$ cat config.mk
export PLATFORM = sky130hd
export DESIGN_NAME = k7_s6_link
export DESIGN_NICKNAME = d
export VERILOG_FILES = /design/src/link_pkg.sv /design/src/k7_s6_link.sv /design/src/link_reset_sync.sv /design/src/serial_rx_8b9b.sv /design/src/serial_tx_8b9b.sv
export VERILOG_INCLUDE_DIRS = /design/src
export SDC_FILE = /design/constraint.sdc
export NUM_CORES = 1
export LEC_CHECK = 0
export ABC_AREA = 1
export ABC_CLOCK_PERIOD_IN_PS = 3900
export BUFFER_PORTS_ARGS = -buffer_cell sky130_fd_sc_hd__buf_2
export CORE_ASPECT_RATIO = 2
export CORE_MARGIN = 4
export CORE_UTILIZATION = 62
export DETAILED_ROUTE_END_ITERATION = 7
export PLACE_DENSITY_LB_ADDON = 0.1
export SETUP_SLACK_MARGIN = 0.5
export SLEW_MARGIN = 0
export SYNTH_ARGS = -nofsm -noshare
export SYNTH_HDL_FRONTEND = slang
export SYNTH_SLANG_ARGS = --single-unit
$ cat constraint.sdc
create_clock -name clk -period 3.9 [get_ports clk]
set_clock_uncertainty 0.05 [all_clocks]
set_input_delay 0.195 -clock clk [delete_from_list [all_inputs] [get_ports clk]]
set_output_delay 0.195 -clock clk [all_outputs]
set_load 0.01 [all_outputs]
$ cat src/link_macros.svh
`ifndef LINK_MACROS_SVH
`define LINK_MACROS_SVH

// ====================
// Link word format
// ====================

// Data bits carried by one symbol.
`define LINK_WORD_BITS 8

// Clock cycles per line bit. Keep this at 2 or more so the receiver has a mid-bit sample.
`define LINK_OVERSAMPLE 4

// ====================
// Reset release
// ====================

`define LINK_RESET_HOLD 16 // Extra cycles after the synchronizer before the link leaves reset.

`endif

$ cat src/link_pkg.sv
`default_nettype none

package link_pkg;

	`include "link_macros.svh"

	// One payload word as it crosses the link.
	typedef logic [`LINK_WORD_BITS-1:0] word_t;

	// Transmitter symbol phases, in the order they appear on the line.
	typedef enum logic [2:0] {
		TX_IDLE,  // Line held low, waiting for word_available.
		TX_START, // Start bit of 1.
		TX_DATA,  // Data bits, MSB first.
		TX_LAST,  // End-of-frame flag.
		TX_GUARD  // Guard bit of 0.
	} tx_state_t;

	// Receiver phases.
	typedef enum logic [1:0] {
		RX_IDLE,        // Waiting for a rising edge.
		RX_START_CHECK, // Confirming the start bit at mid-bit.
		RX_DATA,        // Sampling the data bits.
		RX_LAST         // Sampling the flag, then emitting the word.
	} rx_state_t;

endpackage

`default_nettype wire

$ cat src/k7_s6_link.sv
`timescale 1ns/1ps
`default_nettype none

module k7_s6_link (
	input  wire logic            clk,
	input  wire logic            arst_n,

	// Port 6
	input  wire link_pkg::word_t p6_word_tx,
	input  wire logic            p6_tx_last,
	input  wire logic            p6_tx_available,
	output wire logic            p6_word_read,
	output wire logic            p6_line_out,
	input  wire logic            p6_line_in,
	output link_pkg::word_t      p6_word_rx,
	output wire logic            p6_rx_write,
	output wire logic            p6_rx_complete,

	// Port 7
	input  wire link_pkg::word_t p7_word_tx,
	input  wire logic            p7_tx_last,
	input  wire logic            p7_tx_available,
	output wire logic            p7_word_read,
	output wire logic            p7_line_out,
	input  wire logic            p7_line_in,
	output link_pkg::word_t      p7_word_rx,
	output wire logic            p7_rx_write,
	output wire logic            p7_rx_complete,

	output wire logic            link_ready
);

	wire logic link_rst_n; // Shared by every transmitter and receiver.

	assign link_ready = link_rst_n;

	link_reset_sync u_reset (
		.clk        (clk),
		.arst_n     (arst_n),
		.link_rst_n (link_rst_n)
	);

	// ====================
	// Port 6
	// ====================
	serial_tx_8b9b u_p6_tx (
		.clk            (clk),
		.arst_n         (link_rst_n),
		.word           (p6_word_tx),
		.last           (p6_tx_last),
		.word_available (p6_tx_available),
		.word_read      (p6_word_read),
		.line           (p6_line_out)
	);

	serial_rx_8b9b u_p6_rx (
		.clk            (clk),
		.arst_n         (link_rst_n),
		.line           (p6_line_in),
		.word           (p6_word_rx),
		.word_write     (p6_rx_write),
		.frame_complete (p6_rx_complete)
	);

	// ====================
	// Port 7
	// ====================
	serial_tx_8b9b u_p7_tx (
		.clk            (clk),
		.arst_n         (link_rst_n),
		.word           (p7_word_tx),
		.last           (p7_tx_last),
		.word_available (p7_tx_available),
		.word_read      (p7_word_read),
		.line           (p7_line_out)
	);

	serial_rx_8b9b u_p7_rx (
		.clk            (clk),
		.arst_n         (link_rst_n),
		.line           (p7_line_in),
		.word           (p7_word_rx),
		.word_write     (p7_rx_write),
		.frame_complete (p7_rx_complete)
	);

endmodule

`default_nettype wire

$ cat src/link_reset_sync.sv
`timescale 1ns/1ps
`default_nettype none

`include "link_macros.svh"

module link_reset_sync (
	input  wire logic clk,
	input  wire logic arst_n,
	output logic      link_rst_n
);

	localparam int HOLD  = `LINK_RESET_HOLD;
	localparam int CNT_W = $clog2(HOLD + 1);

	logic [1:0]       sync_q;   // Release synchronizer.
	logic [CNT_W-1:0] hold_cnt; // Cycles spent since the synchronized release.

	// The link reset drops together with arst_n. Release waits for two
	// synchronizer stages and then HOLD more cycles.
	always_ff @(posedge clk or negedge arst_n) begin
		if (!arst_n) begin
			sync_q     <= '0;
			hold_cnt   <= '0;
			link_rst_n <= 1'b0;
		end else begin
			sync_q <= {sync_q[0], 1'b1};
			if (!link_rst_n && sync_q[1]) begin
				if (hold_cnt == CNT_W'(HOLD - 1)) begin
					link_rst_n <= 1'b1;
				end else begin
					hold_cnt <= hold_cnt + 1'b1;
				end
			end
		end
	end

endmodule

`default_nettype wire

$ cat src/serial_rx_8b9b.sv
`timescale 1ns/1ps
`default_nettype none

`include "link_macros.svh"

module serial_rx_8b9b (
	input  wire logic       clk,
	input  wire logic       arst_n,
	input  wire logic       line,
	output link_pkg::word_t word,
	output logic            word_write,
	output logic            frame_complete
);

	localparam int OS    = `LINK_OVERSAMPLE;
	localparam int W     = `LINK_WORD_BITS;
	localparam int CNT_W = $clog2(OS);
	localparam int BIT_W = $clog2(W);

	link_pkg::rx_state_t state;
	logic [1:0]          line_sync; // Two-stage synchronizer for the incoming line.
	logic                line_prev; // Previous synchronized value, for edge detection.
	logic [CNT_W-1:0]    cnt;       // Cycle within the current line bit.
	logic [BIT_W-1:0]    bit_idx;   // Data bit being sampled.
	logic [W-1:0]        data_q;
	logic                line_s;
	logic                rise;
	logic                half_bit;
	logic                bit_end;
	logic                sample_data;

	assign line_s = line_sync[1];
	assign rise   = line_s & ~line_prev;

	// The start bit is confirmed OS/2 cycles into it. Every later
	// sample falls a whole bit period after the previous one, so it
	// also lands near the middle of its bit.
	assign half_bit = (cnt == CNT_W'(OS / 2 - 1));
	assign bit_end  = (cnt == CNT_W'(OS - 1));

	assign sample_data = (state == link_pkg::RX_DATA) && bit_end;

	assign word = data_q; // Valid in the cycle word_write is high.

	// ====================
	// Receive FSM
	// ====================
	always_ff @(posedge clk or negedge arst_n) begin
		if (!arst_n) begin
			line_sync      <= '0;
			line_prev      <= 1'b0;
			state          <= link_pkg::RX_IDLE;
			cnt            <= '0;
			bit_idx        <= '0;
			word_write     <= 1'b0;
			frame_complete <= 1'b0;
		end else begin
			line_sync      <= {line_sync[0], line};
			line_prev      <= line_s;
			word_write     <= 1'b0;
			frame_complete <= 1'b0;
			case (state)
				link_pkg::RX_IDLE: begin
					if (rise) begin
						state <= link_pkg::RX_START_CHECK;
						cnt   <= '0;
					end
				end
				link_pkg::RX_START_CHECK: begin
					if (half_bit) begin
						cnt     <= '0;
						bit_idx <= '0;
						// A line that has fallen again was only a glitch.
						if (line_s) begin
							state <= link_pkg::RX_DATA;
						end else begin
							state <= link_pkg::RX_IDLE;
						end
					end else begin
						cnt <= cnt + 1'b1;
					end
				end
				link_pkg::RX_DATA: begin
					if (bit_end) begin
						cnt <= '0;
						if (bit_idx == BIT_W'(W - 1)) begin
							state <= link_pkg::RX_LAST;
						end else begin
							bit_idx <= bit_idx + 1'b1;
						end
					end else begin
						cnt <= cnt + 1'b1;
					end
				end
				link_pkg::RX_LAST: begin
					if (bit_end) begin
						word_write     <= 1'b1;
						frame_complete <= line_s; // The sampled flag closes the frame.
						cnt            <= '0;
						// The guard bit that follows keeps the line low, so the
						// next start bit always shows up as a fresh rising edge.
						state <= link_pkg::RX_IDLE;
					end else begin
						cnt <= cnt + 1'b1;
					end
				end
				default: begin
					state <= link_pkg::RX_IDLE;
				end
			endcase
		end
	end

	// Data bits arrive MSB first.
	always_ff @(posedge clk) begin
		if (sample_data) begin
			data_q <= {data_q[W-2:0], line_s};
		end
	end

endmodule

`default_nettype wire

$ cat src/serial_tx_8b9b.sv
`timescale 1ns/1ps
`default_nettype none

`include "link_macros.svh"

module serial_tx_8b9b (
	input  wire logic            clk,
	input  wire logic            arst_n,
	input  wire link_pkg::word_t word,
	input  wire logic            last,
	input  wire logic            word_available,
	output logic                 word_read,
	output logic                 line
);

	localparam int OS    = `LINK_OVERSAMPLE;
	localparam int W     = `LINK_WORD_BITS;
	localparam int CNT_W = $clog2(OS);
	localparam int BIT_W = $clog2(W);

	link_pkg::tx_state_t state;
	logic [CNT_W-1:0]    cnt;     // Cycle within the current line bit.
	logic [BIT_W-1:0]    bit_idx; // Data bit being sent.
	logic [W-1:0]        shift_q; // Remaining data bits, next one at the top.
	logic                last_q;  // Flag latched with the word.
	logic                bit_end;
	logic                take_word;
	logic                shift_en;

	assign bit_end = (cnt == CNT_W'(OS - 1));

	// A word is taken from idle, or right at the end of a guard bit so
	// that a held word_available gives back-to-back symbols.
	assign take_word = word_available &&
		((state == link_pkg::TX_IDLE) || ((state == link_pkg::TX_GUARD) && bit_end));

	// The shift register moves whenever a new data bit goes onto the line.
	assign shift_en = bit_end && ((state == link_pkg::TX_START) ||
		((state == link_pkg::TX_DATA) && (bit_idx != BIT_W'(W - 1))));

	// ====================
	// Symbol sequencer
	// ====================
	always_ff @(posedge clk or negedge arst_n) begin
		if (!arst_n) begin
			state     <= link_pkg::TX_IDLE;
			cnt       <= '0;
			bit_idx   <= '0;
			word_read <= 1'b0;
			line      <= 1'b0;
		end else begin
			word_read <= take_word; // High for the one cycle after the word is taken.
			if (take_word) begin
				state <= link_pkg::TX_START;
				cnt   <= '0;
				line  <= 1'b1; // Start bit.
			end else if (state != link_pkg::TX_IDLE) begin
				if (!bit_end) begin
					cnt <= cnt + 1'b1;
				end else begin
					cnt <= '0;
					case (state)
						link_pkg::TX_START: begin
							state   <= link_pkg::TX_DATA;
							bit_idx <= '0;
							line    <= shift_q[W-1];
						end
						link_pkg::TX_DATA: begin
							if (bit_idx == BIT_W'(W - 1)) begin
								state <= link_pkg::TX_LAST;
								line  <= last_q;
							end else begin
								bit_idx <= bit_idx + 1'b1;
								line    <= shift_q[W-1];
							end
						end
						link_pkg::TX_LAST: begin
							state <= link_pkg::TX_GUARD;
							line  <= 1'b0; // Guard bit.
						end
						default: begin
							// Guard finished and nothing waiting.
							state <= link_pkg::TX_IDLE;
							line  <= 1'b0;
						end
					endcase
				end
			end
		end
	end

	// Payload path.
	always_ff @(posedge clk) begin
		if (take_word) begin
			shift_q <= word;
			last_q  <= last;
		end else if (shift_en) begin
			shift_q <= {shift_q[W-2:0], 1'b0};
		end
	end

endmodule

`default_nettype wire

# ---- After elaboration in Yosys (flattened, before gate mapping)
# Index checks and enable logic that the tools add are counted.
dict set report op_classes {
  muxes 72
  magnitude_cmp 0
  addsub 9
  eq_ne 43
  mul 0
  reduce_logical 46
  bitwise 7
  shifts 0
  n_div 0
}
# operator n
set op_table {}
lappend op_table {{2-to-1 mux 2 bit} 24}
lappend op_table {{2-to-1 mux 3 bit} 16}
lappend op_table {{2-to-1 mux 8 bit} 4}
lappend op_table {{one-hot mux 3 bit (2 select lines)} 4}
lappend op_table {{AND reduction 5 bit} 4}
lappend op_table {{nonzero test 2 bit} 10}
lappend op_table {{equality test 3 bit (second input constant)} 6}
lappend op_table {{one-hot mux 3 bit (3 select lines)} 2}
lappend op_table {{equality test 2 bit (second input constant)} 8}
lappend op_table {{2-to-1 mux 1 bit} 16}
lappend op_table {{inequality test 2 x 1 -> 1 bit (second input constant)} 8}
lappend op_table {{one-hot mux 2 bit (4 select lines)} 2}
lappend op_table {{adder 3 x 1 -> 3 bit (second input constant)} 4}
lappend op_table {{equality test 3 x 2 -> 1 bit (second input constant)} 4}
lappend op_table {{inequality test 2 bit (second input constant)} 6}
lappend op_table {{one-hot mux 2 bit (3 select lines)} 2}
lappend op_table {{logical AND 1 bit} 11}
lappend op_table {{adder 2 x 1 -> 2 bit (second input constant)} 4}
lappend op_table {{equality test 2 x 1 -> 1 bit (second input constant)} 4}
lappend op_table {{AND reduction 2 bit} 4}
lappend op_table {{AND reduction 4 bit} 2}
lappend op_table {{equality test 3 x 1 -> 1 bit (second input constant)} 2}
lappend op_table {{zero test 3 bit} 2}
lappend op_table {{inequality test 3 x 2 -> 1 bit (second input constant)} 2}
lappend op_table {{other kinds (12)} 26}
dict set report totals {
  latchBits 0
  mem_bits_rw 0
  inputBits 24
  regBits 86
  memories 0
  mem_bits_ro 0
  out_inout_bits 25
  elab_cells 210
}

# ---- Logic depth before layout (Yosys ltp)
dict set report depth {
  depth_word 6
  mapped_depth 9
  depth_no_buf 9
}

# ---- Hierarchy
# From an unflattened synthesis, not the netlist that was laid out.
dict set report hier_totals {
  hier_cells 402
  hier_area_um2 3897.5
}
# mod area_each_um2 n_inst cells_each seq_area_each_um2
set by_module_without_submodules {}
lappend by_module_without_submodules {serial_tx_8b9b 927.1 2 106 520.5}
lappend by_module_without_submodules {serial_rx_8b9b 842.1 2 76 540.5}
lappend by_module_without_submodules {link_reset_sync 359.1 1 38 200.2}

# ---- Least setup slack after synthesis
# No wires, ideal clock.
dict set report synth_path {
  path_kind {register to register}
  from {register u_reset.link_rst_n}
  to {register u_reset.hold_cnt[1]}
  stages_incl_launch_ff 4
  arrival_ns 2.049
  period_less_slack_ns 2.224
  setup_slack_ns 1.676
  n_path_buf 0
  setup_ns 0.125
  required_time_ns 3.725
  path_cell_list {dfrtp_1 > inv_1 > nand3b_1 > mux2_2}
}
dict set report synth_via {
  elab_chain_len 3
}
# item line_no
set synth_lines {}
lappend synth_lines {{from (decl)} link_reset_sync.sv:9} ;# output logic link_rst_n
lappend synth_lines {{from (signal assigned)} link_reset_sync.sv:24} ;# link_rst_n <= 1'b0;
lappend synth_lines {{from (signal assigned)} link_reset_sync.sv:29} ;# link_rst_n <= 1'b1;
lappend synth_lines {{zero test 1 bit (no line)} n/a}
lappend synth_lines {{logical AND 1 bit} link_reset_sync.sv:27} ;# if (!link_rst_n && sync_q[1]) begin
lappend synth_lines {{AND reduction 2 bit (no line)} n/a}
lappend synth_lines {{to (signal assigned)} link_reset_sync.sv:31} ;# hold_cnt <= hold_cnt + 1'b1;
lappend synth_lines {{to (decl)} link_reset_sync.sv:16} ;# logic [CNT_W-1:0] hold_cnt;
# Every way passes these cells.
# A chain may end at the register's enable or synchronous reset.

# ---- Worst setup path in the final report
dict set report layout_path {
  from {register u_p6_tx.bit_idx[0]}
  to {register u_p6_tx.shift_q[0] (enable)}
}
dict set report layout_via {
  elab_chain_len 5
}
# item line_no
set layout_lines {}
lappend layout_lines {{from (decl)} serial_tx_8b9b.sv:23} ;# logic [BIT_W-1:0] bit_idx;
lappend layout_lines {{from (signal assigned)} serial_tx_8b9b.sv:73} ;# bit_idx <= bit_idx + 1'b1;
lappend layout_lines {{inequality test 3 bit} serial_tx_8b9b.sv:39} ;# ((state == link_pkg::TX_DATA) && (bit_idx != BIT_W'(W - 1))));
lappend layout_lines {{logical AND 1 bit} serial_tx_8b9b.sv:39}
lappend layout_lines {{logical OR 1 bit} serial_tx_8b9b.sv:38} ;# assign shift_en = bit_end && ((state == link_pkg::TX_START) ||
lappend layout_lines {{logical AND 1 bit} serial_tx_8b9b.sv:38}
lappend layout_lines {{nonzero test 2 bit (no line)} n/a}
lappend layout_lines {{to (signal assigned)} serial_tx_8b9b.sv:95} ;# shift_q <= word;
lappend layout_lines {{to (signal assigned)} serial_tx_8b9b.sv:98} ;# shift_q <= {shift_q[W-2:0], 1'b0};
lappend layout_lines {{to (decl)} serial_tx_8b9b.sv:24} ;# logic [W-1:0] shift_q;
# Every way passes these cells.

==> flow_summary_export.csv <==
group,metric,value,unit
floorplan,initial_core_util,63.88,%
cells_and_area,fin_area,4594,µm²
place,dpl.hpwl,5131,µm
global_route,grt-busiest-layer,"met2",
power,p_total,3.449,mW
hold_path,hold-path-endpoint,"u_p6_tx.shift_q[3]",
clock_network,cts_tree,"done",
yosys,synth_common_cells,"nand2_1, dfrtp_1, edfxtp_1, inv_1, nand3_1",
global_route,grt_overflow,0,
run,maxCapViolCount,0,
sta,slew_headroom,60.95,%
floorplan,rows,40,
global_route,grt_pass1_vias,3045,
clock_network,cts.clk_slew.worst_paths,0.06,ns
global_route,antenna_found_initial,0,
setup_path,worst-r2r-cell-count,7,
detailed_routing,postRouteAntennaNets,0,
sta,hold_viol_final,0,
setup_path,crit_type,"flop to flop",
yosys,async_reset_ff_share,60.47,%
yosys,ys.flop_type,"dfrtp_1",
global_route,grt_first_pass_wirelength,13280,µm
global_route,gr-usage-met1,22.49,%
place,port_buffers,48,
run_status,outcome,"completed",
setup_path,r2r_slack,2.02,ns
sta,tightest_slew,0.5857,ns
clock_network,cts_made_buffers,9,
cells_and_area,areaGrowthSynthToFinish,18.76,%
detailed_routing,vias_per_cell,5.233,
sta,hold_slack,0.07425,ns
yosys,post-synth-top-count-cell,"nand2_1",
setup_path,r2r-start,"u_p6_tx.bit_idx[0]",
sta,period_share,48.24,%
yosys,synth_top_area_cell,"dfrtp_1",
setup_path,critPathArrivalTime,1.83,ns
hold_path,holdCritStartpoint,"p6_word_tx[3]",
setup_path,start_kind,"flop",
detailed_routing,route.detailed.drc,0,
yosys,synth_edf_count,34,
power,peakVddDrop,0.0005149,V
cells_and_area,utilization,75.87,%
clock_network,clk_latency,0.34,ns
sta,setup_viol,0,
clock_network,cts_hold_buffers,5,
clock_network,postCtsSetupBuffers,0,
yosys,yosys_warnings,0,
hold_path,min_delay_path_depth,3,
setup_path,crit_fanout,8,
setup_path,endpoint_kind,"flop",
floorplan,io_pins,49,
detailed_routing,first_pass_iters,5,
yosys,synth.area.top_cells,"dfrtp_1, edfxtp_1, nand2_1, ha_1, nand3_1",
yosys,ys_ff_latch,86,
yosys,synth_top_area_share,33.64,%
power,leakagePower,2.290,nW
detailed_routing,wire_per_inst,14.34,µm
global_route,grt_util_all_layers,22.33,%
detailed_routing,wl,7573,µm
place,dpl_cell_area,4193,µm²
clock_network,cts_buffer_depth,2,
power,power.density,750.8,nW/µm²
floorplan,die_y,119.7,µm
sta,finalWorstPathRequiredPeriod,1.881,ns
clock_network,htree_levels,3,
cells_and_area,layout.area.seq,2323,µm²
clock_network,cts_sinks,86,
sta,setup_tns,0,ns
yosys,syn_inst,377,
clock_network,cts_root_buf,"clkbuf_16",
cells_and_area,drive_above_1_share,22.30,%
place,gp_congestion,0.8544,
global_route,gr-usage-met2,41.28,%
sta,rsz0062_at_grt,"false",
cells_and_area,diodes,0,
global_route,grt_use_met3,4.963,%
yosys,yosysSeqAreaShare,60.03,%
global_route,grt_max_degree,46,
yosys,ys_types,38,
hold_path,hp-class,"input port to flop",
floorplan,die_width,63.86,µm
cells_and_area,nets,481,
setup_path,regToRegEndpoint,"u_p6_tx.shift_q[0]",
sta,slew_viol_final,0,
setup_path,critPathRequiredTime,3.85,ns
yosys,syn_nets,419,
floorplan,dieArea,7644,µm²
cells_and_area,multiInputGateArea,1358,µm²
yosys,netlist_area,3869,µm²
cells_and_area,n_fill_cell,406,
clock_network,cts_resized,0,
detailed_routing,first_iter_violations,149,
floorplan,coreArea,6056,µm²
yosys,syn_area_per_cell,10.26,µm²
sta,fmax,531.5,MHz
detailed_routing,vias,2763,
worst max-delay path by stage:
stage	start	to	cells past startpoint
floorplan	u_reset.link_rst_n	u_reset.hold_cnt[1]	3
global placement	u_p6_tx.bit_idx[0]	u_p6_tx.shift_q[7]	7
detailed placement	u_p6_tx.bit_idx[0]	u_p6_tx.shift_q[5]	7
CTS	u_p6_tx.bit_idx[0]	u_p6_tx.shift_q[5]	7
global route	u_p6_tx.bit_idx[0]	u_p6_tx.shift_q[3]	7
finish	u_p6_tx.bit_idx[0]	u_p6_tx.shift_q[0]	7
report_power, final:
part,switching [mW],leakage (nW),total [mW],internal [mW]
combinational,0.730,1.14,1.08,0.351
sequential,0.188,0.980,1.37,1.19
clock,0.330,0.169,0.995,0.665
total,1.25,2.29,3.45,2.20
cell type report:
type,count,area share (%)
Clock buffer,13,5.692
Clock inverter,3,1.961
Inverter,42,3.459
Multi-Input combinational cell,246,29.55
Sequential cell,86,50.57
Tap cell,84,2.288
Timing Repair Buffer,54,6.481
per-layer routing:
metal / vias up / share of wire (%) / wire length, µm
met2: 59 / 56 / 4264
li1: 1356 / - / -
met1: 1326 / 37 / 2811
met4: 0 / 2.9 / 219
met5: - / 0 / 0
met3: 22 / 3.7 / 277
cell families after synthesis:
logic type	share of synthesized area, %
flops	60.03
mux	0.2911
other cells	0.09693
xor+xnor	0.6793
simple gates	25.39
fa+ha+maj	5.822
buf+inv	4.883
compound gates	2.814
sequential cells by signal, indices dropped and copies added, names as in the netlist, 2 cells and up, named ones only:
signal,flops
u_p6_rx.word,8
u_p6_tx.shift_q,8
u_p7_rx.word,8
u_p7_tx.shift_q,8
u_reset.hold_cnt,5
u_p6_rx.bit_idx,3
u_p6_tx.bit_idx,3
u_p6_tx.state,3
u_p7_rx.bit_idx,3
u_p7_tx.bit_idx,3
u_p7_tx.state,3
u_p6_rx.cnt,2
u_p6_rx.line_sync,2
u_p6_tx.cnt,2
u_p7_rx.cnt,2
u_p7_rx.line_sync,2
u_p7_tx.cnt,2
u_reset.sync_q,2
placed cells by master (no fill, tap or decap), types with 2 or more instances in the layout:
cell             n
a21oi_1          2
buf_2           48
bufinv_16        3
clkbuf_1         3
clkbuf_16       10
dfrtp_1         51
dlygate4sd3_1    5
edfxtp_1        34
ha_1            18
inv_1           29
inv_2           11
nand2_1        126
nand2_2          7
nand2_4          3
nand3_1         25
nand3_2          2
nand3_4          2
nand4_1         12
nor2_1          12
nor2_2           2
nor2_4           3
nor3_1           3
o211ai_1         2
o21ai_0         11
xor2_1           2
stage by stage:
stage	setup WS, ns	instances
finish	2.019	528
global route	1.908	528
CTS	2.010	528
detailed placement	2.013	507
global placement	2.115	507
floorplan	1.676	377
worst max-delay path, cell delays in order, from the launching register on:
cell	delay, ns
dfrtp_1	0.40
ha_1	0.21
ha_1	0.21
inv_1	0.16
nand2_4	0.08
nand2_2	0.07
nand2_2	0.07
nand2_1	0.29
Power figures use the tool's default switching activity.
